<file path="config.mk">
export PLATFORM = sky130hd
export DESIGN_NAME = switch_ack_delay
export DESIGN_NICKNAME = d
export VERILOG_FILES = /design/src/harness_pkg.sv /design/src/switch_ack_delay.sv
export VERILOG_INCLUDE_DIRS = /design/src
export SDC_FILE = /design/constraint.sdc
export NUM_CORES = 1
export LEC_CHECK = 0
export ABC_AREA = 1
export BUFFER_PORTS_ARGS = -buffer_cell sky130_fd_sc_hd__buf_2
export CORE_AREA = 2 2 55 57
export CTS_BUF_LIST = sky130_fd_sc_hd__clkbuf_8
export CTS_CLUSTER_DIAMETER = 50
export DETAILED_ROUTE_END_ITERATION = 7
export DIE_AREA = 0 0 57 59
export GPL_TIMING_DRIVEN = 0
export PLACE_DENSITY = 0.84
export SLEW_MARGIN = 10
export SYNTH_ARGS = -nofsm -noshare
export SYNTH_HDL_FRONTEND = slang
export SYNTH_SLANG_ARGS = --single-unit
</file>
<file path="constraint.sdc">
create_clock -name clk_i -period 1.7 [get_ports clk_i]
set_clock_uncertainty 0.2 [all_clocks]
set_input_delay 0.17 -clock clk_i [delete_from_list [all_inputs] [get_ports clk_i]]
set_output_delay 0.17 -clock clk_i [all_outputs]
set_load 0.02 [all_outputs]
</file>
<file path="src/harness_defines.svh">
/*
 * External harness constants: bus widths, memory geometry, latencies and
 * the register map of the two external peripherals
 */
`ifndef HARNESS_DEFINES_SVH
`define HARNESS_DEFINES_SVH

// Bus widths
`define ADDR_W 32
`define DATA_W 32

// Slow memory behind the OBI port
`define MEM_WORDS 1024
`define MEM_IDX_W 10
`define SLOW_MEM_LATENCY 4
`define OBI_FIFO_DEPTH 2

// Power-switch emulation
`define SWITCH_ACK_LATENCY 15
`define NUM_DOMAINS 4

// Interrupts and GPIO counter
`define NUM_INTR 4
`define GPIO_CNT_MAX 8

// Register-bus address map
`define GPIO_BASE 32'h0000_0000
`define SIMCTRL_BASE 32'h0000_1000
`define PERIPH_SIZE 32'h0000_1000

// Register offsets inside a region
`define REG_COUNT 32'h0000_0000
`define REG_EXIT 32'h0000_0000
`define REG_IRQ_MASK 32'h0000_0004

`endif

</file>
<file path="src/harness_pkg.sv">
/*
 * Harness package: bus, interrupt and power-domain types shared by the
 * memory path, the register path and their testbench
 */
`default_nettype none

`include "harness_defines.svh"

package harness_pkg;

  typedef logic [`ADDR_W-1:0] addr_t;
  typedef logic [`DATA_W-1:0] data_t;
  typedef logic [3:0] be_t;
  typedef logic [`MEM_IDX_W-1:0] mem_idx_t;
  typedef logic [`NUM_INTR-1:0] intr_t;
  typedef logic [`NUM_DOMAINS-1:0] domain_t;

  // OBI request and response
  typedef struct packed {
    logic  req;
    logic  we;
    be_t   be;
    addr_t addr;
    data_t wdata;
  } obi_req_t;

  typedef struct packed {
    logic  gnt;
    logic  rvalid;
    data_t rdata;
  } obi_resp_t;

  // Single-cycle register bus
  typedef struct packed {
    logic  valid;
    logic  write;
    addr_t addr;
    data_t wdata;
  } reg_req_t;

  typedef struct packed {
    logic  ready;
    logic  error;
    data_t rdata;
  } reg_rsp_t;

  typedef enum logic [1:0] {
    PERIPH_GPIO,
    PERIPH_SIMCTRL,
    PERIPH_NONE
  } periph_sel_e;

endpackage

`default_nettype wire

</file>
<file path="src/switch_ack_delay.sv">
/*
 * Power-switch emulation: each domain acknowledges its switch request
 * a fixed number of cycles later
 */
`timescale 1ns/1ps
`default_nettype none

`include "harness_defines.svh"

module switch_ack_delay (
  input  logic                 clk_i,
  input  logic                 rst_i,
  input  harness_pkg::domain_t switch_n_i,
  output harness_pkg::domain_t ack_n_o
);

  harness_pkg::domain_t pipe_q [`SWITCH_ACK_LATENCY];

  always_ff @(posedge clk_i) begin
    if (rst_i) begin
      for (int s = 0; s < `SWITCH_ACK_LATENCY; s++) begin
        pipe_q[s] <= '1;
      end
    end else begin
      pipe_q[0] <= switch_n_i;
      for (int s = 1; s < `SWITCH_ACK_LATENCY; s++) begin
        pipe_q[s] <= pipe_q[s-1];
      end
    end
  end

  assign ack_n_o = pipe_q[`SWITCH_ACK_LATENCY-1];

endmodule

`default_nettype wire

</file>
# Word-level counts from Yosys, hierarchy flattened
# Memory sizes are Yosys's and may differ from the RTL's.
# Cells that the tools add are included.
dict set report word_totals {
  mem_bits_rw 60
  word_cells 34
  mem_count 1
  output_inout_bits 4
  reg_bits 0
  input_bits 6
}
dict set report classes {
  bitwise 15
  n_mux 18
}
# name depth word_bits read_ports rd_clocked_by_memory_dff write_ports line
set mem_list {}
lappend mem_list {pipe_q 15 4 15 0 15 switch_ack_delay.sv:17} ;# harness_pkg::domain_t pipe_q [`SWITCH_ACK_LATENCY];
# op count
set op_table {}
lappend op_table {{2-to-1 mux 4 bit} 15}
lappend op_table {{bitwise OR 1 bit} 15}
lappend op_table {{2-to-1 mux 1 bit} 3}

# Depth between registers and ports, before layout
# Gate-level depths: netlist of run 1.
dict set report depth {
  word_depth 3
  mapped_depth 3
}

# Worst setup path before layout of run 1
# Ideal clock, no wire load.
dict set report synth_timing {
  path_kind {register -> output}
  startpoint {mem pipe_q[3][8] (netlist bit)}
  endpoint {out ack_n_o[0]}
  arrival_ns 0.416
  slack_ns 0.914
  required_time_ns 1.330
  stages_incl_launch_ff 2
  path_cell_list {dfxtp_1 buf_4}
}
# item line
set synth_rtl {}
lappend synth_rtl {{start, declared} switch_ack_delay.sv:17}
lappend synth_rtl {{end, declared} switch_ack_delay.sv:14} ;# output harness_pkg::domain_t ack_n_o

==> impl_metrics.tcl, run 1 <==
set metrics [dict create \
    outcome "complete, no violations" \
    arrival_ns 0.87 \
    synth_top_area_share_pct 68.5 \
    diodes 0 \
    dp_cells 231 \
    cp_slowest_stage_delay_ns 0.30 \
    netlist_area_sq_um 1750 \
    topRoutingLayerUsed "met4" \
    wl_met2_mm 1.21 \
    cap_violations 0 \
    overflow 0 \
    layout-drive-gt1-share_pct 15.1 \
    synth_fp_nets 197 \
    hold_end "pipe_q[0][9]$_SDFF_PP1_" \
    peakVddDrop_v 0.000987 \
    cts_made_buffers 9 \
    post-place-ws_ns 0.734 \
    die_w_microns 57 \
    crit_path_end_kind "output port" \
    viasPerCell 4.12 \
    power_mw 2.54 \
    synth_area_leader_cell "dfxtp_1" \
    synth_compound_area_share_pct 0 \
    initialDrtViolationCount 26 \
    globalplace.congestion 0.721 \
    ios 10 \
    seq_area_sq_um 1200 \
    fillers 202 \
    initial_core_util_pct 64.7 \
    regMostFlops "pipe_q" \
    setup_violations 0 \
    post_drt_wl_per_cell_microns 9.35 \
    startpoint_type "register" \
    crit_chain "buf_4 > buf_2" \
    layout_common_cells "62 x inv_1, 60 x nand2_1, 60 x dfxtp_1, 11 x clkbuf_8, 9 x buf_2" \
    clockRootBuffer "clkbuf_8" \
    dieArea_sq_um 3360 \
    drv_slew 0 \
    wl_met1_microns 999 \
    synthCells 191 \
    grt_max_degree 11 \
    cellPowerDensity_nw_per_um2 1240 \
    grtUsageTotal_pct 18.1 \
    yosysWarnings 0 \
    r2r-start "pipe_q[2][6]$_SDFF_PP1_" \
    wl_met3_microns 106 \
    final_common_cell "inv_1" \
    period_share_pct 73.2 \
    yosysSeqAreaShare_pct 68.5 \
    antenna_found_initial 0 \
    clock_latency_ns 0.32 \
    yosys.area_share.simple_pct 12.8 \
    htree_levels 3 \
    drcViolationCount 0 \
    ctsResizeCount 0 \
    worstMarginPinSlew_ns 0.161 \
    rows 19 \
    power_leakage_nw 1.30 \
    die_h_microns 59 \
    grt_pass1_wl_mm 4.30 \
    cts_tree "built" \
    worstHoldStart "rst_i" \
    max-clock-path-buffers 2 \
    synth_top_family_by_area "buffers and inverters" \
    final_util_pct 75.5 \
    reg2reg_slack_ns 0.97 \
    vias 1031 \
    fin_nets 221 \
    max_slew_margin_pct 89.3 \
    multi_input_area_sq_um 225 \
    routed_wl_mm 2.34 \
    largestRegisters "pipe_q x60" \
    timing.fmax_ghz 0.803 \
    hpwl_mm 1.42 \
    period_needed_ns 1.24 \
    fin_cells 250 \
    area_growth_syn_to_layout_pct 16.7 \
    path_max_fanout 1 \
    required_ns 1.33 \
    io_buffers 9 \
    cts.sinks 60 \
    ys_ff_latch 60 \
    yosys-top-cells-area "dfxtp_1 69%, inv_1 13%, nand2_1 13%, buf_6 3.9%, buf_4 1.7%" \
    timing.setup.tns_ns 0 \
    setup_ws_ns 0.455 \
    worst_r2r_path_depth 2 \
    cts.clk_slew.worst_paths_ns 0.06 \
    final-hold-violation-count 0 \
    core_area_sq_um 2710 \
    largest_reg_flops 60 \
    postRouteAntennaNets 0 \
    crit_path_top_delay_cell "dfxtp_1" \
    firstDrtPassIters 2 \
    synthMuxAreaShare_pct 0 \
    grt_pass1_vias 1091 \
    synth_xor_xnor_area_share_pct 0 \
    syn_area_per_cell_sq_um 9.18 \
    synthDistinctLibCells 6 \
    rsz0062_at_grt "false" \
    holdCritPathClass "in2reg" \
    synth_fa_ha_area_share_pct 0 \
    worstHoldPathCells 4 \
    reg2reg_to "pipe_q[2][10]$_SDFF_PP1_" \
    path_class "reg2out" \
]
worst max-delay path: cells and delay by family, from the launching register on:
family                 cells  cell delay (ns)
flip-flops                 1             0.30
buffers and inverters      2             0.26
cells in the mapped netlist:
library cell,n
inv_2,1
inv_1,60
dfxtp_1,60
nand2_1,60
buf_4,4
buf_6,6
where the power goes:
part           total (mW)  leakage, nW  internal [mW]  switching, mW
Sequential           1.43        0.488           1.42        0.00368
Combinational      0.0652        0.712         0.0308         0.0344
Clock                1.05       0.0976          0.583          0.467
how the worst max path moves through the flow:
stage                             start                  endpoint  cells after the start
2_1_floorplan   pipe_q[3][8]$_SDFF_PP1_                ack_n_o[0]                      1
3_3_place_gp                      rst_i  pipe_q[0][14]$_SDFF_PP1_                      4
3_5_place_dp                      rst_i   pipe_q[3][0]$_SDFF_PP1_                      4
4_1_cts        pipe_q[3][10]$_SDFF_PP1_                ack_n_o[2]                      2
5_1_grt         pipe_q[3][8]$_SDFF_PP1_                ack_n_o[0]                      2
6_report       pipe_q[3][10]$_SDFF_PP1_                ack_n_o[2]                      2
kinds of logic (layout without fill, tap and decap cells):
group,Yosys count,count (layout)
and+or+nand+nor,60,60
buffers and inverters,71,99
DFF,60,60
metal layers:
layer,track usage (%),vias to the layer above
met3,9.83,5
met5,0,-
li1,-,558
met1,17.0,450
met4,8.97,0
met2,31.9,18
through the flow:
| step | hold slack, ns | area (sq um) |
|---|---|---|
| floorplan | 0.0619 | 1750 |
| global placement | 0.149 | 1840 |
| detailed placement | 0.152 | 1840 |
| CTS | 0.0125 | 2050 |
| global route | 0.0330 | 2050 |
| finish | 0.0234 | 2050 |
cell type report:
cell class              instances  area share [%]
multi-input cells              60            11.0
repair buffers                 13            4.16
well taps                      31            1.90
clock inverters                 4           0.856
inverters                      61            11.2
flip-flops and latches         60            58.7
plain buffers                  10            4.77
clock buffers                  11            7.40
repair_timing:
item                      in CTS  in global routing
buffers inserted               0                  0
hold buffers                   4                  0
hold endpoints to repair       4                  0
Power figures use the tool's default switching activity.
==> run 2: changes to the inputs <==
- CORE_AREA: 2 2 55 57 -> 2 2 60 62
- DIE_AREA: 0 0 57 59 -> 0 0 62 64
- PLACE_DENSITY: 0.84 -> 0.75
- clock period: 1.7 -> 1.05 ns (I/O delays scaled with it)
==> impl_metrics.tcl, run 2 (synthesis results as in run 1) <==
set metrics [dict create \
    clock_latency_ns 0.32 \
    holdCritPathClass "in2reg" \
    drcViolationCount 0 \
    arrival_ns 0.76 \
    layout_common_cells "61 x inv_1, 60 x nand2_1, 56 x dfxtp_1, 13 x clkbuf_8, 10 x buf_6" \
    final_common_cell "inv_1" \
    initial_core_util_pct 53.4 \
    crit_path_end_kind "output port" \
    cts_hold_buf 4 \
    cp_slowest_stage_delay_ns 0.31 \
    io_buffers 9 \
    hold_end "pipe_q[0][4]$_SDFF_PP1_" \
    firstDrtPassIters 2 \
    grt_pass1_wl_mm 3.66 \
    cts.clk_slew.worst_paths_ns 0.06 \
    power_mw 4.27 \
    cts_tree "built" \
    routed_wl_mm 2.13 \
    post_drt_wl_per_cell_microns 8.16 \
    area_growth_syn_to_layout_pct 18.8 \
    grt_max_degree 11 \
    diodes 0 \
    setup_violations 4 \
    cts.sinks 60 \
    crit_chain "buf_6" \
    fin_area_sq_um 2080 \
    largest_reg_flops 60 \
    regMostFlops "pipe_q" \
    place_area_sq_um 1860 \
    viasPerCell 3.91 \
    setup_ws_ns -0.0139 \
    max-clock-path-buffers 2 \
    multi_input_area_sq_um 225 \
    cts_made_buffers 9 \
    postRouteAntennaNets 0 \
    path_class "reg2out" \
    globalplace.congestion 0.638 \
    max_slew_margin_pct 89.4 \
    period_needed_ns 1.06 \
    htree_levels 3 \
    worst_r2r_path_depth 2 \
    hpwl_mm 1.26 \
    core_area_sq_um 3280 \
    critPathBufInv 1 \
    grt_pass1_vias 938 \
    fin_nets 217 \
    layout-drive-gt1-share_pct 15.8 \
    die_w_microns 62 \
    drv_slew 0 \
    cellPowerDensity_nw_per_um2 2050 \
    final-hold-violation-count 60 \
    peakVddDrop_v 0.00153 \
    worstHoldPathCells 4 \
    required_ns 0.74 \
    rsz0062_at_grt "true" \
    final_util_pct 63.4 \
    violations "negative hold slack, negative setup slack" \
    dieArea_sq_um 3970 \
    grtUsageTotal_pct 13.8 \
    clockRootBuffer "clkbuf_8" \
    largestRegisters "pipe_q x60" \
    initialDrtViolationCount 29 \
    power_leakage_nw 1.30 \
    die_h_microns 64 \
    r2r-start "pipe_q[1][6]$_SDFF_PP1_" \
    startpoint_type "register" \
    worstMarginPinSlew_ns 0.158 \
    path_delay_family "flip-flops" \
    outcome "complete, but fails checks" \
    vias 1020 \
    rows 21 \
    ios 10 \
    fillers 280 \
    timing.fmax_ghz 0.940 \
    period_share_pct 101 \
    antenna_found_initial 0 \
    path_max_fanout 1 \
    crit_path_top_delay_cell "dfxtp_2" \
    cap_violations 0 \
    seq_area_sq_um 1210 \
    worstHoldStart "rst_i" \
    reg2reg_to "pipe_q[1][10]$_SDFF_PP1_" \
    overflow 0 \
    reg2reg_slack_ns 0.33 \
    hold_slack_ns -0.0442 \
]
run 2: final cells by class:
cell class	instances	share of cell area, %
Sequential cell	60	57.9
Inverter	61	11.0
Multi-Input combinational cell	60	10.8
Clock buffer	13	8.59
Timing Repair Buffer	13	5.29
Buffer	6	3.24
Tap cell	46	2.76
Clock inverter	2	0.420
run 2: per-layer routing:
metal / GRT usage, % / part of all wire, % / wire length (microns) / vias to the layer above
li1: - / - / - / 547
met1: 12.4 / 42 / 904 / 448
met2: 21.5 / 48 / 1020 / 20
met3: 10.9 / 7.0 / 149 / 5
met4: 7.18 / 2.5 / 53 / 0
met5: 0 / 0 / 0 / -
run 2: worst max-delay path by stage:
| stage | from | end | slack, ns | depth (start not counted) |
|---|---|---|---|---|
| floorplan | pipe_q[3][8]$_SDFF_PP1_ | ack_n_o[0] | 0.33 | 1 |
| global placement | rst_i | pipe_q[1][11]$_SDFF_PP1_ | 0.17 | 4 |
| detailed placement | rst_i | pipe_q[3][3]$_SDFF_PP1_ | 0.15 | 4 |
| CTS | pipe_q[3][11]$_SDFF_PP1_ | ack_n_o[3] | -0.03 | 1 |
| global route | pipe_q[3][9]$_SDFF_PP1_ | ack_n_o[1] | -0.05 | 1 |
| finish | pipe_q[3][10]$_SDFF_PP1_ | ack_n_o[2] | -0.01 | 1 |
run 2: what timing repair did:
item                       4_1_cts  5_1_grt
hold endpoints to repair        60       60
setup buffers                    0        0
resized for setup               12        0
setup endpoints to repair        4        4
cloned                           0        0
run 2: stage by stage:
step                setup slack [ns]  TNS [ns]  instances
floorplan                      0.329         0        191
global placement               0.169         0        246
detailed placement             0.153         0        246
CTS                          -0.0325    -0.124        261
global route                 -0.0517    -0.195        261
finish                       -0.0139   -0.0510        261
run 2: report_power, final:
part	switching (mW)	internal, mW	total, mW
registers	0.00564	2.30	2.31
clock network	0.774	1.09	1.86
logic	0.0549	0.0499	0.105
==> run 3: changes to the inputs <==
- CORE_AREA: 2 2 60 62 -> 2 2 71 53
- DIE_AREA: 0 0 62 64 -> 0 0 73 55
- MAX_ROUTING_LAYER: unset -> met4
- PLACE_DENSITY: 0.75 -> 0.74
==> impl_metrics.tcl, run 3 (synthesis results as in run 1) <==
set metrics [dict create \
    globalplace.congestion 0.668 \
    htree_levels 3 \
    timing.fmax_ghz 0.941 \
    combPwrFrac_pct 2.3 \
    fin_cells 256 \
    area_growth_syn_to_layout_pct 20.1 \
    path_class "reg2out" \
    final-hold-violation-count 60 \
    cts_hold_buf 4 \
    clockRootBuffer "clkbuf_8" \
    required_ns 0.74 \
    cts_tree "built" \
    dp_cells 240 \
    regMostFlops "pipe_q" \
    drcViolationCount 0 \
    initialDrtViolationCount 16 \
    pwr-share-clk_pct 47.4 \
    max_slew_margin_pct 89.5 \
    grtUsageTotal_pct 15.0 \
    overflow 0 \
    firstDrtPassIters 3 \
    fin_nets 217 \
    power_switching_share_pct 18.7 \
    die_w_microns 73 \
    grt_max_degree 11 \
    holdCritPathClass "in2reg" \
    largest_reg_flops 60 \
    critPathBufInv 1 \
    grt_pass1_vias 997 \
    post_drt_wl_per_cell_microns 8.24 \
    rows 18 \
    routed_wl_mm 2.11 \
    setup_ws_ns -0.0132 \
    cts.sinks 60 \
    dieArea_sq_um 4020 \
    cap_violations 0 \
    diodes 0 \
    outcome "complete, but fails checks" \
    switchingPower_mw 0.855 \
    core_area_sq_um 3360 \
    worstMarginPinSlew_ns 0.158 \
    fin_area_sq_um 2100 \
    ios 10 \
    clock_latency_ns 0.32 \
    cts.clk_slew.worst_paths_ns 0.06 \
    initial_core_util_pct 52.2 \
    max-clock-path-buffers 2 \
    viasPerCell 3.86 \
    final_common_cell "inv_1" \
    postRouteAntennaNets 0 \
    io_buffers 9 \
    period_needed_ns 1.06 \
    p_seq_share_pct 50.3 \
    path_delay_family "flip-flops" \
    hold_slack_ns -0.0441 \
    setup_violations 4 \
    crit_path_end_kind "output port" \
    antenna_found_initial 0 \
    place_area_sq_um 1850 \
    post-place-ws_ns 0.151 \
    grt_pass1_wl_mm 3.87 \
    crit_path_top_delay_cell "dfxtp_2" \
    cellPowerDensity_nw_per_um2 2180 \
    startpoint_type "register" \
    cts_made_buffers 9 \
    violations "negative hold slack, negative setup slack" \
    drv_slew 0 \
    vias 989 \
    arrival_ns 0.76 \
    path_max_fanout 1 \
    intPower_mw 3.73 \
    crit_chain "buf_6" \
    largestRegisters "pipe_q x60" \
    hpwl_mm 1.29 \
    fillers 287 \
    cp_slowest_stage_delay_ns 0.32 \
    layout_common_cells "61 x inv_1, 60 x nand2_1, 56 x dfxtp_1, 10 x buf_6, 10 x clkbuf_8" \
    layout-drive-gt1-share_pct 16.2 \
    peakVddDrop_v 0.00144 \
    period_share_pct 101 \
    die_h_microns 55 \
    rsz0062_at_grt "true" \
    power_leakage_nw 1.31 \
]
## run 3: changes by cell type in the layout (fill, tap and decap cells not counted)
cell,delta
clkbuf_8,-3
bufinv_16,+2
clkinv_2,+2
## run 3: routing by layer
layer	global-route usage (%)	part of all wire, %
met1	11.8	42
met2	26.0	51
met3	9.78	5.8
met4	10.2	1.8
met5	-	0
## run 3: cell type report
type	instances	area (sq um)	area share, %
clock inverter	6	78.8	3.75
inverter	61	229	10.9
buffer	6	67.6	3.21
multi-input combinational	60	225	10.7
timing repair buffer	13	110	5.23
clock buffer	10	138	6.54
sequential	60	1210	57.3
tap	40	50.0	2.38
## run 3: worst min-delay path: cells and delay by family
| family | cells | cell delay, ns |
|---|---|---|
| and+or+nand+nor | 1 | 0.05 |
| buffers and inverters | 3 | 0.30 |
## run 3: path summary, 6_finish.rpt
| path | from | endpoint | slack, ns | cells past startpoint |
|---|---|---|---|---|
| max | pipe_q[3][11]$_SDFF_PP1_ | ack_n_o[3] | -0.01 | 1 |
| min | rst_i | pipe_q[2][7]$_SDFF_PP1_ | -0.04 | 4 |
| max reg2reg | pipe_q[0][9]$_SDFF_PP1_ | pipe_q[0][13]$_SDFF_PP1_ | 0.35 | 2 |
| min reg2reg | pipe_q[1][8]$_SDFF_PP1_ | pipe_q[1][12]$_SDFF_PP1_ | 0.20 | 2 |
## run 3: power groups by stage
stage          Clock (mW)  Sequential, mW  Combinational (mW)
2_1_floorplan           0            2.36              0.0693
3_3_place_gp            0            2.36              0.0936
3_5_place_dp            0            2.36              0.0944
4_1_cts              2.26            2.31               0.106
5_1_grt              2.35            2.31               0.120
6_report             2.17            2.31               0.104
## run 3: repair_timing
action | 4_1_cts | 5_1_grt
buffers inserted | 0 | 0
resized for setup | 12 | 0
hold endpoints to repair | 60 | 59
endpoints found under the setup margin | 4 | 4
## run 3: metrics by stage
stage | total power, mW | utilization [%] | hold WS, ns | setup TNS [ns]
after floorplan | 2.42 | - | -0.00308 | 0
after global placement | 2.45 | 55.1 | 0.0811 | 0
after detailed placement | 2.45 | 55.1 | 0.0851 | 0
after CTS | 4.67 | 62.7 | -0.0633 | -0.151
after global routing | 4.77 | 62.7 | -0.0413 | -0.213
final | 4.58 | 62.7 | -0.0441 | -0.0423
